--- config.mk ---
export PLATFORM = sky130hd
export DESIGN_NAME = tiled_rw
export DESIGN_NICKNAME = d
export VERILOG_FILES = /design/src/rtl/tiled_pkg.sv /design/src/rtl/cmd_deser.sv /design/src/rtl/tile_param_regs.sv /design/src/rtl/tile_geometry.sv /design/src/rtl/line_addr_calc.sv /design/src/rtl/tiled_ctrl.sv /design/src/rtl/tiled_rw.sv
export SDC_FILE = /design/constraint.sdc
export NUM_CORES = 1
export LEC_CHECK = 0
export ABC_CLOCK_PERIOD_IN_PS = 9250
export BUFFER_PORTS_ARGS = -buffer_cell sky130_fd_sc_hd__buf_2
export CORE_MARGIN = 2
export CORE_UTILIZATION = 40
export CTS_BUF_LIST = sky130_fd_sc_hd__clkbuf_8
export DETAILED_ROUTE_END_ITERATION = 16
export PLACE_DENSITY = 0.52
export SETUP_SLACK_MARGIN = 0.15
export SLEW_MARGIN = 0
export SYNTH_ARGS = -nofsm -noshare
export SYNTH_HDL_FRONTEND = slang
export SYNTH_SLANG_ARGS = --single-unit
--- constraint.sdc ---
create_clock -name rst -period 9.25 [get_ports rst]
set_input_delay 1.85 -clock rst [delete_from_list [all_inputs] [get_ports rst]]
set_output_delay 1.85 -clock rst [all_outputs]
set_load 0.01 [all_outputs]
--- src/rtl/tiled_pkg.sv ---
// tiled channel package with widths, register addresses and derived sizes
`default_nettype none

package tiled_pkg;
    localparam int addr_bits       = 15;                       // memory row address
    localparam int col_bits        = 10;                       // column address
    localparam int rc_bits         = addr_bits + col_bits - 3; // {row, col8} in 8-bursts
    localparam int page_bursts_log = 7;                        // 128 8-bursts per page
    localparam int frame_w_bits    = 13;                       // frame width in bursts
    localparam int frame_h_bits    = 16;                       // frame height in lines
    localparam int tile_w_bits     = 6;                        // tile width - 1
    localparam int tile_h_bits     = 6;                        // tile height - 1

    localparam logic [15:0] cmd_base = 16'h0120; // channel address match
    localparam logic [15:0] cmd_mask = 16'h03f0;

    localparam logic [3:0] reg_mode        = 4'h0; // {extra_pages[1:0], enable, !reset}
    localparam logic [3:0] reg_start_addr  = 4'h2; // frame start, {row, col8}
    localparam logic [3:0] reg_full_width  = 4'h3; // padded line width in 8-bursts
    localparam logic [3:0] reg_window_wh   = 4'h4; // {height, width}, 0 means max
    localparam logic [3:0] reg_window_x0y0 = 4'h5; // {top, left}
    localparam logic [3:0] reg_tile_wh     = 4'h7; // {tile height, tile width}

    localparam int recalc_stages = 7;                       // recalculation chain length
    localparam int buf_pages     = 4;                       // on-chip buffer pages
    localparam int page_bits     = $clog2(buf_pages + 1);   // free page counter width
    localparam int pend_bits     = 2;                       // outstanding transfers
endpackage

`default_nettype wire

--- src/rtl/cmd_deser.sv ---
// byte-serial command deserializer producing a 4-bit address, 32-bit data and write pulse
`timescale 1ns/1ps
`default_nettype none

module cmd_deser import tiled_pkg::*; (
    input  wire         rst,      // clock
    input  wire         mclk,     // async reset
    input  wire  [7:0]  cmd_ad,
    input  wire         cmd_stb,  // with address low byte
    output logic [3:0]  cmd_a,
    output logic [31:0] cmd_data,
    output logic        cmd_we
);
    logic [47:0] sr;    // {d3, d2, d1, d0, ah, al} once complete
    logic [2:0]  cnt;   // bytes received so far, 0 when idle
    logic        match;

    // at the sixth byte, al/ah sit one byte above their final place
    assign match    = ((sr[23:8] ^ cmd_base) & cmd_mask) == 16'h0;
    assign cmd_a    = sr[3:0];
    assign cmd_data = sr[47:16];

    always_ff @(posedge rst) begin
        if (cmd_stb || cnt != 3'd0) begin
            sr <= {cmd_ad, sr[47:8]}; // shift in from the top
        end
    end

    always_ff @(posedge rst or posedge mclk) begin
        if (mclk) begin
            cnt    <= 3'd0;
            cmd_we <= 1'b0;
        end else begin
            if (cmd_stb) begin
                cnt <= 3'd1;
            end else if (cnt == 3'd5) begin
                cnt <= 3'd0;            // last data byte arrives now
            end else if (cnt != 3'd0) begin
                cnt <= cnt + 3'd1;
            end
            cmd_we <= (cnt == 3'd5) && !cmd_stb && match;
        end
    end
endmodule

`default_nettype wire

--- src/rtl/tile_param_regs.sv ---
// programmed frame, window, tile and mode registers of the tiled read channel
`timescale 1ns/1ps
`default_nettype none

module tile_param_regs import tiled_pkg::*; (
    input  wire                      rst,
    input  wire                      mclk,
    input  wire  [3:0]               cmd_a,
    input  wire  [31:0]              cmd_data,
    input  wire                      cmd_we,
    output logic                     chn_en,      // requests allowed
    output logic                     chn_rst,     // channel held in reset
    output logic [1:0]               extra_pages,
    output logic [rc_bits-1:0]       start_addr,
    output logic [frame_w_bits:0]    full_width,
    output logic [frame_w_bits:0]    window_w,
    output logic [frame_h_bits:0]    window_h,
    output logic [frame_w_bits-1:0]  window_x0,
    output logic [frame_h_bits-1:0]  window_y0,
    output logic [tile_w_bits:0]     tile_cols,   // full count, 0 -> 64
    output logic [tile_h_bits:0]     tile_rows
);
    logic [3:0] mode;
    logic       lo_zero, hi_zero, tw_zero, th_zero;

    assign lo_zero = cmd_data[frame_w_bits-1:0] == '0;        // zero width -> max
    assign hi_zero = cmd_data[frame_h_bits+15:16] == '0;
    assign tw_zero = cmd_data[tile_w_bits-1:0] == '0;
    assign th_zero = cmd_data[tile_h_bits+15:16] == '0;

    assign chn_en      = &mode[1:0]; // enable only counts when out of reset
    assign chn_rst     = ~mode[0];
    assign extra_pages = mode[3:2];

    always_ff @(posedge rst or posedge mclk) begin
        if (mclk) begin
            mode       <= '0;
            start_addr <= '0;
            full_width <= '0;
            window_w   <= '0;
            window_h   <= '0;
            window_x0  <= '0;
            window_y0  <= '0;
            tile_cols  <= '0;
            tile_rows  <= '0;
        end else if (cmd_we) begin
            case (cmd_a)
                reg_mode:        mode       <= cmd_data[3:0];
                reg_start_addr:  start_addr <= cmd_data[rc_bits-1:0];
                reg_full_width:  full_width <= {lo_zero, cmd_data[frame_w_bits-1:0]};
                reg_window_wh: begin
                    window_w <= {lo_zero, cmd_data[frame_w_bits-1:0]};
                    window_h <= {hi_zero, cmd_data[frame_h_bits+15:16]};
                end
                reg_window_x0y0: begin
                    window_x0 <= cmd_data[frame_w_bits-1:0];
                    window_y0 <= cmd_data[frame_h_bits+15:16];
                end
                reg_tile_wh: begin
                    tile_cols <= {tw_zero, cmd_data[tile_w_bits-1:0]};
                    tile_rows <= {th_zero, cmd_data[tile_h_bits+15:16]};
                end
                default: ; // unused addresses ignored
            endcase
        end
    end
endmodule

`default_nettype wire

--- src/rtl/tile_geometry.sv ---
// four-stage recalculation of tile position, row and page remainders and transfer width
`timescale 1ns/1ps
`default_nettype none

module tile_geometry import tiled_pkg::*; (
    input  wire                      rst,         // clock
    input  wire  [recalc_stages-1:0] recalc,      // one-hot stage enables
    input  wire  [frame_w_bits-1:0]  curr_x,      // relative to window
    input  wire  [frame_h_bits-1:0]  curr_y,
    input  wire                      continued,   // second half of a split tile
    input  wire  [frame_w_bits:0]    window_w,
    input  wire  [frame_h_bits:0]    window_h,
    input  wire  [frame_w_bits-1:0]  window_x0,
    input  wire  [frame_h_bits-1:0]  window_y0,
    input  wire  [tile_w_bits:0]     tile_cols,
    input  wire  [tile_h_bits:0]     tile_rows,
    output logic [frame_w_bits-1:0]  frame_x,
    output logic [frame_h_bits-1:0]  frame_y,
    output logic [frame_h_bits:0]    next_y,
    output logic [tile_w_bits:0]     num_cols,
    output logic                     partial,
    output logic                     last_in_row,
    output logic                     last_row,
    output logic [tile_w_bits-1:0]   num_cols_m1,
    output logic [tile_h_bits-1:0]   num_rows_m1
);
    localparam int pad_pg = page_bursts_log - tile_w_bits; // tile width to page width

    logic [frame_w_bits:0]      row_left;  // bursts left in the window row
    logic [page_bursts_log:0]   page_left; // bursts left in the memory page
    logic [tile_w_bits:0]       lim_w;     // width limited by tile and row
    logic [tile_w_bits-1:0]     leftover;  // columns for the continued half
    logic                       by_page;
    logic [page_bursts_log:0]   remainder;
    logic [tile_w_bits:0]       cols_m1, rows_m1;

    assign by_page     = page_left < {{pad_pg{1'b0}}, lim_w};
    assign remainder   = {{pad_pg{1'b0}}, lim_w} - page_left;
    assign last_row    = next_y >= window_h;
    assign cols_m1     = num_cols - {{tile_w_bits{1'b0}}, 1'b1};
    assign rows_m1     = tile_rows - {{tile_h_bits{1'b0}}, 1'b1};
    assign num_cols_m1 = cols_m1[tile_w_bits-1:0];  // 64 -> 63 fits
    assign num_rows_m1 = rows_m1[tile_h_bits-1:0];

    always_ff @(posedge rst) begin
        if (recalc[0]) begin
            frame_x  <= curr_x + window_x0;
            frame_y  <= curr_y + window_y0;
            next_y   <= {1'b0, curr_y} + {{(frame_h_bits-tile_h_bits){1'b0}}, tile_rows};
            row_left <= window_w - {1'b0, curr_x};
        end
        if (recalc[1]) begin
            page_left <= {1'b1, {page_bursts_log{1'b0}}}
                       - {1'b0, frame_x[page_bursts_log-1:0]};
            lim_w <= (|row_left[frame_w_bits:tile_w_bits] ||
                      row_left[tile_w_bits:0] >= tile_cols) ? tile_cols
                                                            : row_left[tile_w_bits:0];
        end
        if (recalc[2]) begin
            partial  <= by_page && !continued; // a continued half never splits again
            leftover <= remainder[tile_w_bits-1:0];
            if (continued) begin
                num_cols <= {1'b0, leftover};
            end else begin
                num_cols <= by_page ? page_left[tile_w_bits:0] : lim_w;
            end
        end
        if (recalc[3]) begin
            last_in_row <= row_left == {{(frame_w_bits-tile_w_bits){1'b0}}, num_cols};
        end
    end
endmodule

`default_nettype wire

--- src/rtl/line_addr_calc.sv ---
// registered multiply-add giving the row/column burst address and bank of the current tile
`timescale 1ns/1ps
`default_nettype none

module line_addr_calc import tiled_pkg::*; (
    input  wire                      rst,        // clock
    input  wire  [recalc_stages-1:0] recalc,
    input  wire  [frame_w_bits-1:0]  frame_x,
    input  wire  [frame_h_bits-1:0]  frame_y,
    input  wire  [rc_bits-1:0]       start_addr,
    input  wire  [frame_w_bits:0]    full_width,
    output logic [2:0]               xfer_bank,
    output logic [addr_bits-1:0]     xfer_row,
    output logic [page_bursts_log-1:0] xfer_col
);
    logic [frame_h_bits-4:0]           fy8_r;      // line / 8, bank stripped
    logic [frame_w_bits:0]             fw_r;
    logic [rc_bits-1:0]                sa_r;
    logic [frame_h_bits+frame_w_bits-3:0] prod;
    logic [rc_bits-1:0]                mul_r;
    logic [rc_bits-1:0]                line_start; // first burst of the line
    logic [rc_bits-1:0]                row_col;

    assign prod     = fy8_r * fw_r;               // upper bits fall off
    assign xfer_row = row_col[rc_bits-1:page_bursts_log];
    assign xfer_col = row_col[page_bursts_log-1:0];

    always_ff @(posedge rst) begin
        fy8_r      <= frame_y[frame_h_bits-1:3]; // free-running multiplier operands
        fw_r       <= full_width;
        sa_r       <= start_addr;
        mul_r      <= prod[rc_bits-1:0];
        line_start <= sa_r + mul_r;              // settled by stage 5
        if (recalc[5]) begin
            row_col   <= line_start + {{(rc_bits-frame_w_bits){1'b0}}, frame_x};
            xfer_bank <= frame_y[2:0];           // line mod 8
        end
    end
endmodule

`default_nettype wire

--- src/rtl/tiled_ctrl.sv ---
// tiled channel control: walk position, buffer page and pending counters, request and done
`timescale 1ns/1ps
`default_nettype none

module tiled_ctrl import tiled_pkg::*; (
    input  wire                      rst,           // clock
    input  wire                      mclk,          // async reset
    input  wire                      cmd_we,
    input  wire                      chn_en,
    input  wire                      chn_rst,
    input  wire  [1:0]               extra_pages,
    input  wire                      frame_start,
    input  wire                      next_page,     // consumer freed a buffer page
    input  wire                      xfer_grant,
    input  wire                      xfer_page_done,
    input  wire  [tile_w_bits:0]     num_cols,
    input  wire                      partial,
    input  wire                      last_in_row,
    input  wire                      last_row,
    input  wire  [frame_h_bits:0]    next_y,
    output logic [recalc_stages-1:0] recalc,
    output logic [frame_w_bits-1:0]  curr_x,
    output logic [frame_h_bits-1:0]  curr_y,
    output logic                     continued,
    output logic                     xfer_want,
    output logic                     xfer_need,
    output logic                     xfer_start,
    output logic                     xfer_page_rst,
    output logic                     frame_done
);
    logic [recalc_stages-1:0] valid_sr;   // fills with ones after a change
    logic                     calc_valid;
    logic                     chn_rst_d;
    logic                     busy;
    logic                     last_block; // final tile already issued
    logic                     pre_want;
    logic                     start_full; // start that fills a buffer page
    logic [page_bits-1:0]     page_cntr;  // free buffer pages
    logic [pend_bits-1:0]     pending;    // started, page not done yet

    assign calc_valid = valid_sr[recalc_stages-1];
    assign start_full = xfer_start && !partial;
    assign pre_want   = chn_en && busy && !xfer_want && !xfer_start && calc_valid && !last_block;

    always_ff @(posedge rst or posedge mclk) begin
        if (mclk) begin
            valid_sr      <= '0;
            recalc        <= '0;
            chn_rst_d     <= 1'b0;
            busy          <= 1'b0;
            xfer_start    <= 1'b0;
            continued     <= 1'b0;
            xfer_want     <= 1'b0;
            xfer_need     <= 1'b0;
            page_cntr     <= '0;
            xfer_page_rst <= 1'b1;
            curr_x        <= '0;
            curr_y        <= '0;
            last_block    <= 1'b0;
            pending       <= '0;
            frame_done    <= 1'b0;
        end else begin
            if (cmd_we || xfer_start || frame_start || chn_rst) begin
                valid_sr <= '0;
            end else begin
                valid_sr <= {valid_sr[recalc_stages-2:0], 1'b1};
            end
            chn_rst_d <= chn_rst;
            if (chn_rst) begin
                recalc <= '0;
            end else begin // chn_rst_d here marks leaving reset
                recalc <= {recalc[recalc_stages-2:0],
                           xfer_start | frame_start | cmd_we | chn_rst_d};
            end

            if (chn_rst)          busy <= 1'b0;
            else if (frame_start) busy <= 1'b1;
            else if (frame_done)  busy <= 1'b0;

            xfer_start    <= xfer_grant && !chn_rst;
            xfer_page_rst <= chn_rst;

            if (chn_rst || frame_start) continued <= 1'b0;
            else if (xfer_start)        continued <= partial; // leftover goes next

            if (chn_rst || xfer_grant) begin
                xfer_want <= 1'b0;
                xfer_need <= 1'b0;
            end else begin
                if (pre_want && page_cntr > page_bits'(extra_pages)) xfer_want <= 1'b1;
                if (pre_want && page_cntr >= page_bits'(3))          xfer_need <= 1'b1;
            end

            if (frame_start)                   page_cntr <= page_bits'(buf_pages);
            else if (start_full && !next_page) page_cntr <= page_cntr - 1'b1;
            else if (!start_full && next_page) page_cntr <= page_cntr + 1'b1;

            if (chn_rst || frame_start) begin
                curr_x <= '0;
                curr_y <= '0;
            end else if (xfer_start) begin
                curr_x <= last_in_row ? '0
                        : curr_x + {{(frame_w_bits-tile_w_bits-1){1'b0}}, num_cols};
                if (last_in_row) curr_y <= next_y[frame_h_bits-1:0];
            end

            if (chn_rst || !busy)                          last_block <= 1'b0;
            else if (xfer_start && last_in_row && last_row) last_block <= 1'b1;

            if (chn_rst || !busy)                        pending <= '0;
            else if (start_full && !xfer_page_done)      pending <= pending + 1'b1;
            else if (!start_full && xfer_page_done)      pending <= pending - 1'b1;

            // the last page done empties the pending count
            frame_done <= busy && last_block && xfer_page_done && !start_full
                       && pending == pend_bits'(1);
        end
    end
endmodule

`default_nettype wire

--- src/rtl/tiled_rw.sv ---
// tiled-order DDR3 read channel top with command port, geometry, address and control
`timescale 1ns/1ps
`default_nettype none

module tiled_rw import tiled_pkg::*; (
    input  wire                        rst,          // clock
    input  wire                        mclk,         // async reset
    input  wire  [7:0]                 cmd_ad,
    input  wire                        cmd_stb,
    input  wire                        frame_start,
    input  wire                        next_page,
    input  wire                        xfer_grant,
    input  wire                        xfer_page_done,
    output wire                        xfer_want,
    output wire                        xfer_need,
    output wire                        xfer_start,
    output wire  [2:0]                 xfer_bank,
    output wire  [addr_bits-1:0]       xfer_row,
    output wire  [page_bursts_log-1:0] xfer_col,
    output wire  [frame_w_bits:0]      rowcol_inc,   // next line step in 8-bursts
    output wire  [tile_h_bits-1:0]     num_rows_m1,
    output wire  [tile_w_bits-1:0]     num_cols_m1,
    output wire                        xfer_partial, // first half of a split tile
    output wire                        xfer_page_rst,
    output wire                        frame_done
);
    wire [3:0]               cmd_a;
    wire [31:0]              cmd_data;
    wire                     cmd_we;
    wire                     chn_en, chn_rst;
    wire [1:0]               extra_pages;
    wire [rc_bits-1:0]       start_addr;
    wire [frame_w_bits:0]    full_width, window_w;
    wire [frame_h_bits:0]    window_h, next_y;
    wire [frame_w_bits-1:0]  window_x0, curr_x, frame_x;
    wire [frame_h_bits-1:0]  window_y0, curr_y, frame_y;
    wire [tile_w_bits:0]     tile_cols, num_cols;
    wire [tile_h_bits:0]     tile_rows;
    wire [recalc_stages-1:0] recalc;
    wire                     continued, last_in_row, last_row;

    assign rowcol_inc = full_width;

    cmd_deser u_deser (
        .rst(rst), .mclk(mclk), .cmd_ad(cmd_ad), .cmd_stb(cmd_stb),
        .cmd_a(cmd_a), .cmd_data(cmd_data), .cmd_we(cmd_we)
    );

    tile_param_regs u_regs (
        .rst(rst), .mclk(mclk), .cmd_a(cmd_a), .cmd_data(cmd_data), .cmd_we(cmd_we),
        .chn_en(chn_en), .chn_rst(chn_rst), .extra_pages(extra_pages),
        .start_addr(start_addr), .full_width(full_width),
        .window_w(window_w), .window_h(window_h),
        .window_x0(window_x0), .window_y0(window_y0),
        .tile_cols(tile_cols), .tile_rows(tile_rows)
    );

    tile_geometry u_geom (
        .rst(rst), .recalc(recalc), .curr_x(curr_x), .curr_y(curr_y),
        .continued(continued), .window_w(window_w), .window_h(window_h),
        .window_x0(window_x0), .window_y0(window_y0),
        .tile_cols(tile_cols), .tile_rows(tile_rows),
        .frame_x(frame_x), .frame_y(frame_y), .next_y(next_y),
        .num_cols(num_cols), .partial(xfer_partial),
        .last_in_row(last_in_row), .last_row(last_row),
        .num_cols_m1(num_cols_m1), .num_rows_m1(num_rows_m1)
    );

    line_addr_calc u_addr (
        .rst(rst), .recalc(recalc), .frame_x(frame_x), .frame_y(frame_y),
        .start_addr(start_addr), .full_width(full_width),
        .xfer_bank(xfer_bank), .xfer_row(xfer_row), .xfer_col(xfer_col)
    );

    tiled_ctrl u_ctrl (
        .rst(rst), .mclk(mclk), .cmd_we(cmd_we),
        .chn_en(chn_en), .chn_rst(chn_rst), .extra_pages(extra_pages),
        .frame_start(frame_start), .next_page(next_page),
        .xfer_grant(xfer_grant), .xfer_page_done(xfer_page_done),
        .num_cols(num_cols), .partial(xfer_partial),
        .last_in_row(last_in_row), .last_row(last_row), .next_y(next_y),
        .recalc(recalc), .curr_x(curr_x), .curr_y(curr_y), .continued(continued),
        .xfer_want(xfer_want), .xfer_need(xfer_need), .xfer_start(xfer_start),
        .xfer_page_rst(xfer_page_rst), .frame_done(frame_done)
    );
endmodule

`default_nettype wire

==> impl_metrics.csv <==
group,metric,value,unit
critical_path,crit_path_start_kind,"flip-flop",
drt,drtAntennaViolNets,0,
clock_tree,tritoncts,"yes",
clock_tree,numCtsBuffers,80,
yosys,synth_area_per_cell,11.0,um2
timing,final.setup_skew,0.0391,ns
clock_tree,cts_resized,0,
placement,place.gp.congestion,0.836,
clock_tree,clk_latency,0.69,ns
drt,wl,57600,um
grt,first_global_vias,16400,
floorplanning,dieArea,63700,um2
critical_path,worst_ep_required_time,9.75,ns
clock_tree,cts_setup_buffers,0,
critical_path,worstPathArrival,5.90,ns
critical_path,worstSetupPathType,"reg -> reg",
drt,drt_first_pass_iters,5,
timing,hold_viol_final,0,
power_and_ir_drop,power.leakage,12.7,nW
floorplanning,coreArea,61400,um2
clock_tree,clock_path_buffers,3,
yosys,synth-edff-count,159,
clock_tree,clock_sinks,426,
final_layout,drive_above_1_share,13.1,%
critical_path,end_kind,"flip-flop",
yosys,synthCells,2234,
drt,vias,16100,
drt,drc,0,
yosys,ys_ff_latch,426,
drt,first_iter_violations,717,
yosys,synth.distinct_cells,63,
final_layout,nets,2675,
grt,overflow,0,
drt,avgViaCountPerCell,5.01,
grt,grt_max_degree,79,
yosys,async_reset_ff_share,40.8,%
floorplanning,ios,72,
yosys,synth_fp_nets,2564,
clock_tree,cts-htree-levels,3,
floorplanning,die_w,252,um
timing,setup_tns,0,ns
drt,wire_per_inst,18.0,um
yosys,ys_seq_area_share,44.5,%
timing,rsz0062_at_grt,"false",
clock_tree,clk_pin_slew,0.06,ns
floorplanning,placementRows,91,
final_layout,syn_to_final_growth,11.6,%
yosys,ys.warnings.count,0,
job,drv_cap,0,
timing,hold_ws,0.338,ns
timing,period_needed,5.40,ns
timing,tightest_slew,1.09,ns
yosys,synth_flop_cell,"dfrtp_1",
worst_hold_path,hold_path_class,"reg -> reg",
power_and_ir_drop,ir_worst_vdd,0.105,mV
placement,io_buffers,71,
timing,fmax,0.185,GHz
timing,drv_slew,0,
status,status,"finished, final reports clean",
clock_tree,cts.root.buffer_cell,"clkbuf_8",
yosys,netlist_area,24700,um2
timing,relSlewSlack,27.6,%
grt,track_usage,18.6,%
yosys,yosysTopAreaCell,"edfxtp_1",
placement,dpl_cell_area,25900,um2
final_layout,fillers,5742,
floorplanning,die_h,252,um
timing,setup_viol,0,
placement,dpl.hpwl,42800,um
yosys,synth_area_leaders,"edfxtp_1, dfrtp_1, fa_1",
critical_path,timing.reg2reg.setup_slack,3.85,ns
clock_tree,postCtsHoldBufs,0,
grt,grt_pass1_wl,91500,um
floorplanning,start_util,40.2,%
grt,grt_antenna_before_repair,0,
power_and_ir_drop,p_per_area,142,nW/um2
critical_path,crit_fanout,13,
timing,period_share,58.4,%
final_layout,final_cell_area,27500,um2
yosys,synth_top_area_share,19.3,%
[synthesized netlist by cell type, drive strengths merged, types with 16 or more instances]
| master | instances |
|---|---|
| nand2 | 181 |
| and2 | 104 |
| mux2 | 108 |
| o21a | 28 |
| o21ai | 77 |
| clkbuf | 52 |
| a211oi | 23 |
| dfrtp | 173 |
| edfxtp | 159 |
| fa | 133 |
| nand4 | 20 |
| xnor2 | 93 |
| a21o | 31 |
| dfxtp | 93 |
| inv | 278 |
| a21oi | 97 |
| xor2 | 39 |
| nor4 | 16 |
| nand2b | 25 |
| nor3 | 30 |
| nand3 | 25 |
| nor2 | 111 |
| ha | 182 |
| nor2b | 17 |
[path summary, 6_finish.rpt]
check / from / end / depth (start not counted)
worst min register to register: u_geom.frame_y[13]$_DFFE_PP_ / u_addr.fy8_r[10]$_DFF_P_ / 0
worst max-delay path: u_addr.fw_r[6]$_DFF_P_ / u_addr.mul_r[21]$_DFF_P_ / 17
max in group asynchronous: mclk / u_regs.start_addr[4]$_DFFE_PP0P_ / 3
worst min-delay path: u_geom.frame_y[13]$_DFFE_PP_ / u_addr.fy8_r[10]$_DFF_P_ / 0
min in group asynchronous: mclk / u_regs.window_h[16]$_DFFE_PP0P_ / 2
worst max register to register: u_addr.fw_r[6]$_DFF_P_ / u_addr.mul_r[21]$_DFF_P_ / 17
[area by class of cell]
cell class,count,area (um2),area share [%]
Sequential cell,426,11000,39.9
Clock inverter,55,315,1.15
Multi-Input combinational cell,1478,12500,45.3
Tap cell,790,988,3.59
Inverter,278,1050,3.81
Antenna cell,1,2.50,0.00909
Timing Repair Buffer,81,430,1.56
Clock buffer,94,1290,4.70
[worst max-delay path, stage by stage (launching register included)]
cell	delay, ns
dfxtp_1	0.49
and2_1	0.28
fa_1	0.54
inv_1	0.06
fa_1	0.54
inv_1	0.06
fa_1	0.48
fa_1	0.49
inv_1	0.05
fa_1	0.53
inv_1	0.05
ha_1	0.22
or3_1	0.40
o211ai_1	0.34
a21oi_1	0.17
a31oi_1	0.27
mux2i_1	0.21
a211oi_1	0.06
[registers in the layout (all words and copies together), names as in the netlist, 13 cells and up]
register / cells
u_addr.fw_r: 14
u_addr.fy8_r: 13
u_addr.line_start: 22
u_addr.mul_r: 22
u_addr.row_col: 22
u_addr.sa_r: 22
u_ctrl.curr_x: 13
u_ctrl.curr_y: 16
u_deser.sr: 44
u_geom.frame_x: 13
u_geom.frame_y: 16
u_geom.next_y: 17
u_geom.row_left: 14
u_regs.full_width: 14
u_regs.start_addr: 22
u_regs.window_h: 17
u_regs.window_w: 14
u_regs.window_x0: 13
u_regs.window_y0: 16
[cell families (layout without fill, tap and decap cells)]
kind of cell	Yosys count	count (layout)	share of synthesized area, %
other	0	1	0
multiplexers	120	120	5.42
AO/OA/AOI/OAI	327	327	8.52
buffers and inverters	330	508	5.02
flip-flops	426	426	44.5
AND/OR/NAND/NOR	584	584	11.8
adder cells (fa/ha/maj)	315	315	20.0
XOR/XNOR	132	132	4.69
[cell usage in the layout, fill, tap and decap left out, types with 28 or more instances in the layout]
master	synthesis	final
inv_1	278	316
ha_1	182	182
nand2_1	181	181
dfrtp_1	173	172
edfxtp_1	159	159
fa_1	133	133
nor2_1	111	110
mux2_2	108	108
and2_1	104	104
a21oi_1	95	95
clkbuf_8	0	94
xnor2_1	93	93
dfxtp_1	93	93
o21ai_0	76	76
buf_2	0	71
xor2_1	39	39
a21o_1	31	31
nor3_1	30	29
o21a_1	28	28
[through the flow]
step	utilization (%)	cells	total power [mW]	setup WS, ns
5_1_grt	44.9	3202	4.08	3.57
3_3_place_gp	42.2	3053	2.15	3.99
6_report	44.9	3203	3.92	3.85
3_5_place_dp	42.2	3053	2.16	3.87
4_1_cts	44.9	3202	3.99	3.83
2_1_floorplan	-	2234	2.09	2.68
[report_power, final]
part           switching (mW)  leakage [nW]  internal, mW  total [mW]
combinational          0.0406          7.11        0.0198      0.0604
sequential             0.0627          4.65          1.99        2.06
clock                   0.833         0.965         0.968        1.80
[metal layers]
metal / routed length, um / global-route usage, %
met1: 27700 / 25.8
met2: 26400 / 29.7
met3: 2230 / 3.63
met5: 0 / 0
met4: 1210 / 5.12
No activity file was read; power rests on OpenSTA's default activity.
